==> config.mk <==
export PLATFORM = sky130hd
export DESIGN_NAME = periph_subsys
export DESIGN_NICKNAME = d
export VERILOG_FILES = /design/src/logic/periph_pkg.sv /design/src/logic/apb_decoder.sv /design/src/logic/timebase.sv /design/src/logic/mtimer.sv /design/src/logic/periph_subsys.sv
export SDC_FILE = /design/constraint.sdc
export NUM_CORES = 1
export LEC_CHECK = 0
export ABC_AREA = 1
export BUFFER_PORTS_ARGS = -buffer_cell sky130_fd_sc_hd__buf_2
export CAP_MARGIN = 15
export CORE_MARGIN = 5
export CORE_UTILIZATION = 40
export CTS_BUF_LIST = sky130_fd_sc_hd__clkbuf_16
export CTS_CLUSTER_DIAMETER = 60
export DETAILED_ROUTE_END_ITERATION = 10
export GPL_TIMING_DRIVEN = 0
export PLACE_DENSITY_LB_ADDON = 0.25
export SETUP_SLACK_MARGIN = 0.2
export SLEW_MARGIN = 20
export SYNTH_ARGS = -nofsm -noshare
export SYNTH_HDL_FRONTEND = slang
export SYNTH_HIERARCHICAL = 1
export SYNTH_SLANG_ARGS = --single-unit
==> constraint.sdc <==
create_clock -name clk -period 4.6 [get_ports clk]
set_clock_uncertainty 0.15 [all_clocks]
set_input_delay 0.92 -clock clk [delete_from_list [all_inputs] [get_ports clk]]
set_output_delay 0.92 -clock clk [all_outputs]
set_load 0.01 [all_outputs]
==> src/logic/periph_pkg.sv <==
// ---------------------------------------------------------------------
// Peripheral subsystem shared definitions
// ---------------------------------------------------------------------

package periph_pkg;

	// bus widths
	localparam int ADDR_W = 16;
	localparam int DATA_W = 32;

	// ---------------------------------------------------------------------
	// address map
	// ---------------------------------------------------------------------
	localparam int N_SLAVES = 2;
	localparam int SEL_HI = 15;
	localparam int SEL_LO = 12;
	localparam int WIN_TIMER = 0;
	localparam int WIN_TIMEBASE = 1;

	// timer register byte offsets within its window
	localparam logic [SEL_LO-1:0] TMR_CTRL = 12'h000;
	localparam logic [SEL_LO-1:0] TMR_MTIME = 12'h008;
	localparam logic [SEL_LO-1:0] TMR_MTIMEH = 12'h00c;
	localparam logic [SEL_LO-1:0] TMR_MTIMECMP = 12'h010;
	localparam logic [SEL_LO-1:0] TMR_MTIMECMPH = 12'h014;

	// timebase
	localparam logic [SEL_LO-1:0] TB_DIV = 12'h000;
	localparam int DIV_W = 8;
	localparam logic [DIV_W-1:0] DIV_RESET = 8'd4;

	localparam int MTIME_W = 64;

	// ---------------------------------------------------------------------
	// APB request and response
	// ---------------------------------------------------------------------
	typedef struct packed {
		logic              sel;
		logic              enable;
		logic              write;
		logic [ADDR_W-1:0] addr;
		logic [DATA_W-1:0] wdata;
	} apb_req_t;

	typedef struct packed {
		logic [DATA_W-1:0] rdata;
		logic              ready;
		logic              slverr;
	} apb_rsp_t;

endpackage

==> src/logic/apb_decoder.sv <==
// ---------------------------------------------------------------------
// APB address decoder
// ---------------------------------------------------------------------

`timescale 1ns/1ps

module apb_decoder (
	input  periph_pkg::apb_req_t                          req,
	output periph_pkg::apb_rsp_t                          rsp,
	output periph_pkg::apb_req_t [periph_pkg::N_SLAVES-1:0] slv_req,
	input  periph_pkg::apb_rsp_t [periph_pkg::N_SLAVES-1:0] slv_rsp
);

	// window number from the upper address bits
	logic [periph_pkg::SEL_HI-periph_pkg::SEL_LO:0] win;
	logic                                           hit;

	assign win = req.addr[periph_pkg::SEL_HI:periph_pkg::SEL_LO];

	// ---------------------------------------------------------------------
	// request fan-out
	// ---------------------------------------------------------------------
	always_comb begin
		for (int i = 0; i < periph_pkg::N_SLAVES; i++) begin
			slv_req[i] = req;
			// only the addressed slave sees sel
			slv_req[i].sel = req.sel && (win == i);
		end
	end

	// ---------------------------------------------------------------------
	// response merge
	// ---------------------------------------------------------------------
	always_comb begin
		hit = 1'b0;
		for (int i = 0; i < periph_pkg::N_SLAVES; i++) begin
			if (win == i) begin
				hit = 1'b1;
			end
		end
	end

	always_comb begin
		// unmapped window, decoder answers by itself
		rsp.rdata = '0;
		rsp.ready = 1'b1;
		rsp.slverr = 1'b1;
		if (hit) begin
			for (int i = 0; i < periph_pkg::N_SLAVES; i++) begin
				if (win == i) begin
					rsp = slv_rsp[i];
				end
			end
		end
	end

endmodule

==> src/logic/timebase.sv <==
// ---------------------------------------------------------------------
// Programmable timer tick divider
// ---------------------------------------------------------------------

`timescale 1ns/1ps

module timebase (
	input  logic                 clk,
	input  logic                 rst_n,
	input  periph_pkg::apb_req_t req,
	output periph_pkg::apb_rsp_t rsp,
	output logic                 tick
);

	logic [periph_pkg::DIV_W-1:0] div_q;
	logic [periph_pkg::DIV_W-1:0] cnt_q;
	logic [periph_pkg::DIV_W-1:0] reload;
	logic                         div_hit;
	logic                         div_wr;

	assign div_hit = req.addr[periph_pkg::SEL_LO-1:0] == periph_pkg::TB_DIV;
	assign div_wr = req.sel && req.enable && req.write && div_hit;

	// a divider of zero behaves like one
	assign reload = (div_q == '0) ? '0 : div_q - 1'b1;

	always_ff @(posedge clk or negedge rst_n) begin
		if (!rst_n) begin
			div_q <= periph_pkg::DIV_RESET;
		end else if (div_wr) begin
			div_q <= req.wdata[periph_pkg::DIV_W-1:0];
		end
	end

	// down-counter, new divider only picked up on reload
	always_ff @(posedge clk or negedge rst_n) begin
		if (!rst_n) begin
			cnt_q <= '0;
			tick <= 1'b0;
		end else begin
			tick <= cnt_q == '0;
			if (cnt_q == '0) begin
				cnt_q <= reload;
			end else begin
				cnt_q <= cnt_q - 1'b1;
			end
		end
	end

	always_comb begin
		rsp.rdata = '0;
		if (div_hit) begin
			rsp.rdata[periph_pkg::DIV_W-1:0] = div_q;
		end
		rsp.ready = 1'b1;
		rsp.slverr = 1'b0;
	end

endmodule

==> src/logic/mtimer.sv <==
// ---------------------------------------------------------------------
// Machine timer with APB registers
// ---------------------------------------------------------------------

`timescale 1ns/1ps

module mtimer (
	input  logic                 clk,
	input  logic                 rst_n,
	input  periph_pkg::apb_req_t req,
	output periph_pkg::apb_rsp_t rsp,
	input  logic                 tick,
	input  logic                 dbg_halt,
	output logic                 timer_irq
);

	logic [periph_pkg::MTIME_W-1:0] mtime_q;
	logic [periph_pkg::MTIME_W-1:0] cmp_q;
	logic                           en_q;

	logic [periph_pkg::SEL_LO-1:0] ofs;
	logic                          wr;
	logic                          wr_ctrl;
	logic                          wr_time_lo;
	logic                          wr_time_hi;
	logic                          wr_cmp_lo;
	logic                          wr_cmp_hi;
	logic                          count_en;

	assign ofs = req.addr[periph_pkg::SEL_LO-1:0];

	// write completes on the access-phase edge, ready is always high
	assign wr = req.sel && req.enable && req.write;

	// ---------------------------------------------------------------------
	// write decode
	// ---------------------------------------------------------------------
	always_comb begin
		wr_ctrl = 1'b0;
		wr_time_lo = 1'b0;
		wr_time_hi = 1'b0;
		wr_cmp_lo = 1'b0;
		wr_cmp_hi = 1'b0;
		if (wr) begin
			case (ofs)
				periph_pkg::TMR_CTRL:      wr_ctrl = 1'b1;
				periph_pkg::TMR_MTIME:     wr_time_lo = 1'b1;
				periph_pkg::TMR_MTIMEH:    wr_time_hi = 1'b1;
				periph_pkg::TMR_MTIMECMP:  wr_cmp_lo = 1'b1;
				periph_pkg::TMR_MTIMECMPH: wr_cmp_hi = 1'b1;
				default: ;
			endcase
		end
	end

	// frozen while the core is halted in debug
	assign count_en = tick && en_q && !dbg_halt;

	always_ff @(posedge clk or negedge rst_n) begin
		if (!rst_n) begin
			en_q <= 1'b1;
		end else if (wr_ctrl) begin
			en_q <= req.wdata[0];
		end
	end

	// ---------------------------------------------------------------------
	// mtime and mtimecmp
	// ---------------------------------------------------------------------
	always_ff @(posedge clk or negedge rst_n) begin
		if (!rst_n) begin
			mtime_q <= '0;
		end else if (wr_time_lo) begin
			mtime_q[31:0] <= req.wdata;
		end else if (wr_time_hi) begin
			mtime_q[63:32] <= req.wdata;
		end else if (count_en) begin
			mtime_q <= mtime_q + 1'b1;
		end
	end

	always_ff @(posedge clk or negedge rst_n) begin
		if (!rst_n) begin
			cmp_q <= '1;
		end else if (wr_cmp_lo) begin
			cmp_q[31:0] <= req.wdata;
		end else if (wr_cmp_hi) begin
			cmp_q[63:32] <= req.wdata;
		end
	end

	// unsigned 64-bit compare, registered
	always_ff @(posedge clk or negedge rst_n) begin
		if (!rst_n) begin
			timer_irq <= 1'b0;
		end else begin
			timer_irq <= mtime_q >= cmp_q;
		end
	end

	// ---------------------------------------------------------------------
	// read mux
	// ---------------------------------------------------------------------
	always_comb begin
		rsp.rdata = '0;
		case (ofs)
			periph_pkg::TMR_CTRL:      rsp.rdata[0] = en_q;
			periph_pkg::TMR_MTIME:     rsp.rdata = mtime_q[31:0];
			periph_pkg::TMR_MTIMEH:    rsp.rdata = mtime_q[63:32];
			periph_pkg::TMR_MTIMECMP:  rsp.rdata = cmp_q[31:0];
			periph_pkg::TMR_MTIMECMPH: rsp.rdata = cmp_q[63:32];
			default: ;
		endcase
		rsp.ready = 1'b1;
		rsp.slverr = 1'b0;
	end

endmodule

==> src/logic/periph_subsys.sv <==
// ---------------------------------------------------------------------
// Peripheral subsystem top level
// ---------------------------------------------------------------------

`timescale 1ns/1ps

module periph_subsys (
	input  logic                 clk,
	input  logic                 rst_n,
	input  periph_pkg::apb_req_t req,
	output periph_pkg::apb_rsp_t rsp,
	input  logic                 dbg_halt,
	output logic                 timer_irq
);

	periph_pkg::apb_req_t [periph_pkg::N_SLAVES-1:0] slv_req;
	periph_pkg::apb_rsp_t [periph_pkg::N_SLAVES-1:0] slv_rsp;
	logic                                            tick;

	apb_decoder decoder_i (
		.req     (req),
		.rsp     (rsp),
		.slv_req (slv_req),
		.slv_rsp (slv_rsp)
	);

	// microsecond tick source
	timebase timebase_i (
		.clk   (clk),
		.rst_n (rst_n),
		.req   (slv_req[periph_pkg::WIN_TIMEBASE]),
		.rsp   (slv_rsp[periph_pkg::WIN_TIMEBASE]),
		.tick  (tick)
	);

	mtimer mtimer_i (
		.clk       (clk),
		.rst_n     (rst_n),
		.req       (slv_req[periph_pkg::WIN_TIMER]),
		.rsp       (slv_rsp[periph_pkg::WIN_TIMER]),
		.tick      (tick),
		.dbg_halt  (dbg_halt),
		.timer_irq (timer_irq)
	);

endmodule

* Yosys cells after proc, flatten, opt, wreduce, memory -nomap -nowiden
Index checks and enable logic that the tools add are counted.
Word-level totals: bits in registers 147, input port bits 54, word-level logic and storage cells 64
Cells by class: magnitude comparators 1, reductions and logical operators 19, add/sub/neg operators 3, eq/ne operators 6, muxes and demuxes 24, bitwise gates (word level) 2
Operators by type and width (count):
- 31-bit one-hot mux with 4 select lines | 1
- 34-bit 2-to-1 mux | 3
- 32-bit 2-to-1 mux | 3
- 64-bit by 1-bit adder with 64-bit output (second input constant) | 1
- 64-bit >= comparator | 1
- 64-bit 2-to-1 mux | 1
- 12-bit by 4-bit == test with 1-bit output (second input constant) | 2
- 12-bit by 5-bit == test with 1-bit output (second input constant) | 2
- 8-bit 2-to-1 mux | 3
- 8-bit logical NOT | 2
- 8-bit by 1-bit subtractor with 8-bit output (second input constant) | 2
- 12-bit logical NOT | 1
- 1-bit 2-to-1 mux | 12
- 1-bit logical AND | 9
- 2-bit AND reduction | 3
- 1-bit one-hot mux with 5 select lines | 1
- 4-bit by 1-bit == test with 1-bit output (second input constant) | 1
- 4-bit logical NOT | 1
- 2-bit nonzero test | 2
- 2-bit by 1-bit != test with 1-bit output (second input constant) | 1
- 1-bit inverter | 2
- 1-bit logical NOT | 1

* Longest topological paths before layout
Gate-level depths: netlist of the first run.
depth in word-level cells 7, gate-level depth with buffers 15, depth with buffers taken out 15

* Modules after synthesis
Netlist of the first run, hierarchy kept.
By module, submodules not included:
- mtimer | instances 1, seq. area each 3334.4 sq um, area an instance 10063.4 sq um, cells an instance 1500
- timebase | instances 1, seq. area each 426.7 sq um, area an instance 1420.1 sq um, cells an instance 193
- apb_decoder | instances 1, seq. area each 0.0 sq um, area an instance 1393.8 sq um, cells an instance 230

* Least setup slack after synthesis of the first run
Ideal clock, no wire load.
path type input-to-output, start point input req[43] in the netlist's numbering, end point output rsp[22] in the netlist's numbering, setup slack 1252 ps, arrival 2278 ps, path buffers 2, data required time 3530 ps, stages on the path 9, path through buf_4 > nor2_1 > nand2_2 > nor3_4 > nand2_1 > clkbuf_1 > o221ai_1 > nand3_1 > nand2_1
RTL lines:
- from (decl) | line periph_subsys.sv:10 | input periph_pkg::apb_req_t req,
- to (decl) | line periph_subsys.sv:11 | output periph_pkg::apb_rsp_t rsp,

==> flow_metrics.py, run 1 <==
metrics = {
    "status": {
        "outcome": "completed",
    },
    "critical_path": {
        "r2r_slack_ps": 1670,
        "crit_fanout": 10,
        "cp-start-kind": "primary input",
        "cp_data_arrival_time_ps": 3340,
        "required_ps": 3530,
        "critPathBufInv": 4,
        "critPathTopFamily": "simple AND/OR/NAND/NOR gates",
        "critPathSlowestCell": "o2111ai_1",
        "endpoint_kind": "output pin",
        "cpPeakStageDelay_ps": 530,
        "worst-setup-path-type": "in2out",
        "crit_chain": "buf_4, inv_1, nand2_2, nor2_4, nand3_2, clkbuf_1, o2111ai_1, nand3_1, nand2_1, buf_2",
    },
    "cts": {
        "cts_tree": "built",
        "clock_sinks": 147,
        "cts_hold_buf": 0,
        "numCtsBuffers": 17,
        "clkTransAtPathRegs_ps": 70,
        "clockBufferDepth": 2,
        "clock_latency_ps": 460,
        "root_buffer": "clkbuf_16",
        "htreeDepth": 4,
    },
    "global_route": {
        "grt_pass1_vias": 12584,
        "grtUsageTotal": 0.314,
        "grt_pass1_wl_um": 81800,
        "antenna_found_initial": 0,
        "grt_max_degree": 79,
        "grt_overflow": 0,
    },
    "routing": {
        "vias": 13174,
        "via_per_inst": 5.50,
        "wl_um": 56000,
        "drt_first_pass_iters": 5,
        "first_iter_violations": 1481,
        "wl_per_cell_um": 23.4,
        "ant_nets": 0,
        "drcViolationCount": 0,
    },
    "timing": {
        "slew_headroom": 0.277,
        "fin_crit_ps": 4410,
        "hold_ws_ps": 258,
        "hold_viol": 0,
        "worstMarginPinSlew_ps": 1080,
        "final_max_slew_viol_count": 0,
        "setup-tns-final_ps": 0,
        "rsz0062_at_grt": "yes",
        "clock.fmax_mhz": 227,
        "period_share": 0.958,
        "setup_violations": 0,
    },
    "synth": {
        "synth.avg_cell_area_um2": 6.68,
        "synth_area_um2": 12600,
        "syn-instance-count": 1891,
        "yosys_warnings": 6,
    },
    "layout": {
        "finish.instance_area_um2": 14200,
        "antenna_cells": 0,
        "drive_gt1_frac": 0.172,
        "fin_nets": 2102,
        "area_growth_pct": 12.3,
    },
    "power_and_ir_drop": {
        "p_total_mw": 3.56,
        "ir_worst_vdd_mv": 0.248,
        "leakage_nw": 6.68,
        "p_per_area_nw_per_um2": 251,
    },
    "die": {
        "die-area_um2": 35200,
        "start_util": 0.403,
        "die_height_um": 188,
        "pin_count": 89,
        "fp-row-count": 65,
        "core-area_um2": 31400,
        "dieWidth_um": 188,
    },
    "place": {
        "io_buffers": 41,
        "post_dp_cell_area_um2": 13500,
        "dpl.hpwl_um": 44400,
        "place_congestion": 1.02,
    },
    "worst_hold_path": {
        "hold_class": "in2async",
    },
    "flow_run": {
        "drv_cap": 0,
    },
}
power breakdown:
part | internal [mW] | switching [mW] | total (mW) | leakage (nW)
Sequential | 1.36 | 0.0803 | 1.44 | 1.66
Combinational | 0.199 | 0.326 | 0.524 | 4.72
Clock | 0.925 | 0.668 | 1.59 | 0.303
Total | 2.48 | 1.07 | 3.56 | 6.68
per-stage QoR:
stage               setup slack, ps  instances  utilization
floorplan                      1250       1915            -
global placement               20.4       2358        0.428
detailed placement            -64.4       2359        0.429
CTS                             120       2391        0.450
global route                    201       2394        0.452
finish                          193       2394        0.452
area by class of cell:
| class | instances | area, µm² |
|---|---|---|
| clock buffer | 17 | 425 |
| clock inverter | 15 | 219 |
| tap | 402 | 503 |
| buffer | 154 | 1030 |
| timing repair buffer | 45 | 265 |
| fill | 3364 | 17200 |
| sequential | 147 | 3760 |
| inverter | 264 | 991 |
| multi-input combinational | 1350 | 6990 |
cell usage in the layout, fill, tap and decap left out, drive strengths merged, types with 2 or more instances in the layout:
master	count
o22ai	24
o21ai	116
and2	3
nand2	531
and3	2
inv	271
clkbuf	40
nor2	215
o2111ai	8
clkinvlp	4
xnor2	2
bufinv	4
nor4	2
nand4	32
o221ai	36
conb	28
nand3	181
buf	176
ha	69
dfrtp	81
nor3	14
dfstp	66
a21oi	49
o211ai	21
xor2	15
timing repair:
action | in CTS | in global routing
pin swaps | 0 | 1
resized for setup | 4 | 5
setup endpoints to repair | 16 | 24
setup buffers | 0 | 3
path summary, 6_finish.rpt:
path                                                      start                              end  cells after the start
worst max-delay path                                    req[32]                           rsp[9]                     10
worst min-delay path                                      rst_n    timebase_i/cnt_q[5]$_DFF_PN0_                      1
worst max register to register   mtimer_i/cmp_q[63]$_DFFE_PN1P_     mtimer_i/timer_irq$_DFF_PN0_                     10
worst min register to register  timebase_i/div_q[0]$_DFFE_PN0P_  timebase_i/div_q[0]$_DFFE_PN0P_                      2
max in group asynchronous                                 rst_n   mtimer_i/cmp_q[52]$_DFFE_PN1P_                      2
min in group clk                timebase_i/div_q[0]$_DFFE_PN0P_  timebase_i/div_q[0]$_DFFE_PN0P_                      2
sequential cells by signal, summed over array words and instances, names as in the netlist:
signal              count
timebase_i/tick         1
timebase_i/div_q        8
mtimer_i/cmp_q         64
mtimer_i/mtime_q       64
timebase_i/cnt_q        8
mtimer_i/en_q           1
mtimer_i/timer_irq      1
per-layer routing:
layer | wire (µm) | share of wire | global-route usage | vias to the layer above
li1 | - | - | - | 6180
met1 | 24000 | 0.43 | 0.432 | 6245
met3 | 5040 | 0.090 | 0.0573 | 97
met2 | 25000 | 0.45 | 0.494 | 652
met4 | 1980 | 0.035 | 0.117 | 0
met5 | 0 | 0 | 0 | -
Note: power is estimated with default switching activity, not from simulation.
==> inputs of run 2 (changes only) <==
CORE_ASPECT_RATIO = 1.25   (was unset)
SETUP_SLACK_MARGIN = 0.02   (was 0.2)
==> flow_metrics.py, run 2 (synthesis results as in run 1) <==
metrics = {
    "timing": {
        "clock.fmax_mhz": 225,
        "final_max_slew_viol_count": 0,
        "fin_crit_ps": 4450,
        "hold_viol": 0,
        "worstMarginPinSlew_ps": 1100,
        "slew_headroom": 0.269,
        "setup_violations": 0,
        "period_share": 0.968,
        "rsz0062_at_grt": "no",
    },
    "critical_path": {
        "cp-start-kind": "primary input",
        "worst-setup-path-type": "in2out",
        "cp_data_arrival_time_ps": 3380,
        "required_ps": 3530,
        "endpoint_kind": "output pin",
        "crit_fanout": 10,
    },
    "global_route": {
        "grt_overflow": 0,
        "grt_pass1_wl_um": 79100,
        "grt-busiest-layer": "met2",
        "grt_pass1_vias": 12533,
        "grt_max_degree": 78,
        "antenna_found_initial": 1,
        "grtUsageTotal": 0.302,
        "use_met1": 0.368,
        "grt_use_met3": 0.0560,
        "grt_use_met2": 0.502,
    },
    "power_and_ir_drop": {
        "clkPwrFrac": 0.432,
        "p_sw_mw": 0.999,
        "p_seq_frac": 0.416,
        "ir_worst_vdd_mv": 0.193,
        "p_total_mw": 3.45,
        "intPower_mw": 2.45,
        "p_per_area_nw_per_um2": 245,
        "pwr-share-comb": 0.153,
        "sw_frac_of_total": 0.290,
        "leakage_nw": 6.65,
    },
    "layout": {
        "drive_gt1_frac": 0.166,
        "top_regs": "mtimer_i/cmp_q: 64 flops, mtimer_i/mtime_q: 64 flops",
        "mostFrequentLayoutCells": "nand2_1, inv_1, nor2_1",
        "area_growth_pct": 11.6,
        "fin_nets": 2100,
        "post-route-util": 0.454,
        "final_common_cell": "nand2_1",
    },
    "cts": {
        "cts_tree": "built",
        "clkTransAtPathRegs_ps": 60,
        "clock_sinks": 147,
        "cts_hold_buf": 0,
        "htreeDepth": 4,
        "root_buffer": "clkbuf_16",
        "numCtsBuffers": 17,
        "clock_latency_ps": 430,
        "clockBufferDepth": 2,
    },
    "die": {
        "core-area_um2": 31100,
        "pin_count": 89,
        "die_height_um": 209,
        "fp-row-count": 72,
        "start_util": 0.407,
        "dieWidth_um": 169,
        "die-area_um2": 35300,
    },
    "place": {
        "place_congestion": 1.00,
        "dpl.hpwl_um": 42800,
        "io_buffers": 41,
    },
    "routing": {
        "ant_nets": 0,
        "wl_um": 54200,
        "drt_first_pass_iters": 7,
        "wl_per_cell_um": 22.6,
        "vias": 13097,
        "drcViolationCount": 0,
        "first_iter_violations": 1238,
        "via_per_inst": 5.46,
    },
    "flow_run": {
        "drv_cap": 0,
    },
    "status": {
        "outcome": "completed",
    },
    "worst_hold_path": {
        "hold_class": "in2async",
    },
}
## run 2: cell types whose count changed in the layout (fill, tap and decap cells not counted)
cell / before / now
inv_6: 4 / 0
clkbuf_1: 21 / 20
clkinv_2: 0 / 3
buf_4: 105 / 103
clkbuf_2: 2 / 3
diode_2: 0 / 1
clkinv_1: 0 / 5
inv_8: 3 / 0
clkinvlp_4: 4 / 2
o221ai_2: 7 / 1
o221ai_1: 29 / 35
inv_1: 253 / 254
## run 2: path summary, 6_finish.rpt
path | startpoint | endpoint | slack [ps] | depth (start not counted)
max | req[32] | rsp[25] | 150 | 10
min | rst_n | mtimer_i/mtime_q[8]$_DFFE_PN0P_ | 310 | 1
max reg2reg | mtimer_i/cmp_q[63]$_DFFE_PN1P_ | mtimer_i/timer_irq$_DFF_PN0_ | 1710 | 8
min reg2reg | timebase_i/div_q[0]$_DFFE_PN0P_ | timebase_i/div_q[0]$_DFFE_PN0P_ | 330 | 2
max in group asynchronous | rst_n | mtimer_i/cmp_q[59]$_DFFE_PN1P_ | 3130 | 2
min in group clk | timebase_i/div_q[0]$_DFFE_PN0P_ | timebase_i/div_q[0]$_DFFE_PN0P_ | 330 | 2
## run 2: routing by layer
metal | up-vias | routed length (µm)
li1 | 6190 | -
met1 | 6149 | 21100
met4 | 2 | 3560
met5 | - | 18
met3 | 157 | 4040
met2 | 599 | 25500
## run 2: timing repair
item / 4_1_cts / 5_1_grt
setup buffers: 1 / 0
resized for setup: 3 / 1
pin swaps: 1 / 0
endpoints found under the hold margin: 0 / 0
setup endpoints to repair: 7 / 8
## run 2: per-stage QoR
stage	std cells	instance area [µm²]	hold slack, ps	setup WS, ps	TNS, ps
2_1_floorplan	1915	12700	292	1250	0
5_1_grt	2397	14100	353	122	0
3_3_place_gp	2363	13400	312	-167	-413
6_report	2398	14100	311	148	0
4_1_cts	2397	14100	329	62.0	0
3_5_place_dp	2364	13500	313	-176	-450
## run 2: layout make-up
cell class	instances	area (µm²)
antenna	1	2.50
sequential	147	3760
multi-input combinational	1350	6960
clock inverter	15	173
inverter	264	991
tap	407	509
clock buffer	17	425
timing repair buffer	43	250
fill	3322	17000
buffer	154	1030
## run 2: worst max-delay path, stage by stage
cell,delay [ps]
buf_4,110
inv_1,50
nand2_2,90
nor2_4,390
nand3_2,360
clkbuf_1,520
o221ai_1,570
nand3_1,150
nand2_1,80
buf_2,120
## run 2: power by group through the flow
stage	combinational (mW)	clock (mW)	sequential, mW
after global routing	0.598	1.56	1.44
after detailed placement	0.522	0	1.45
after global placement	0.507	0	1.45
after floorplan	0.380	0	1.43
after CTS	0.525	1.51	1.43
final	0.526	1.49	1.43
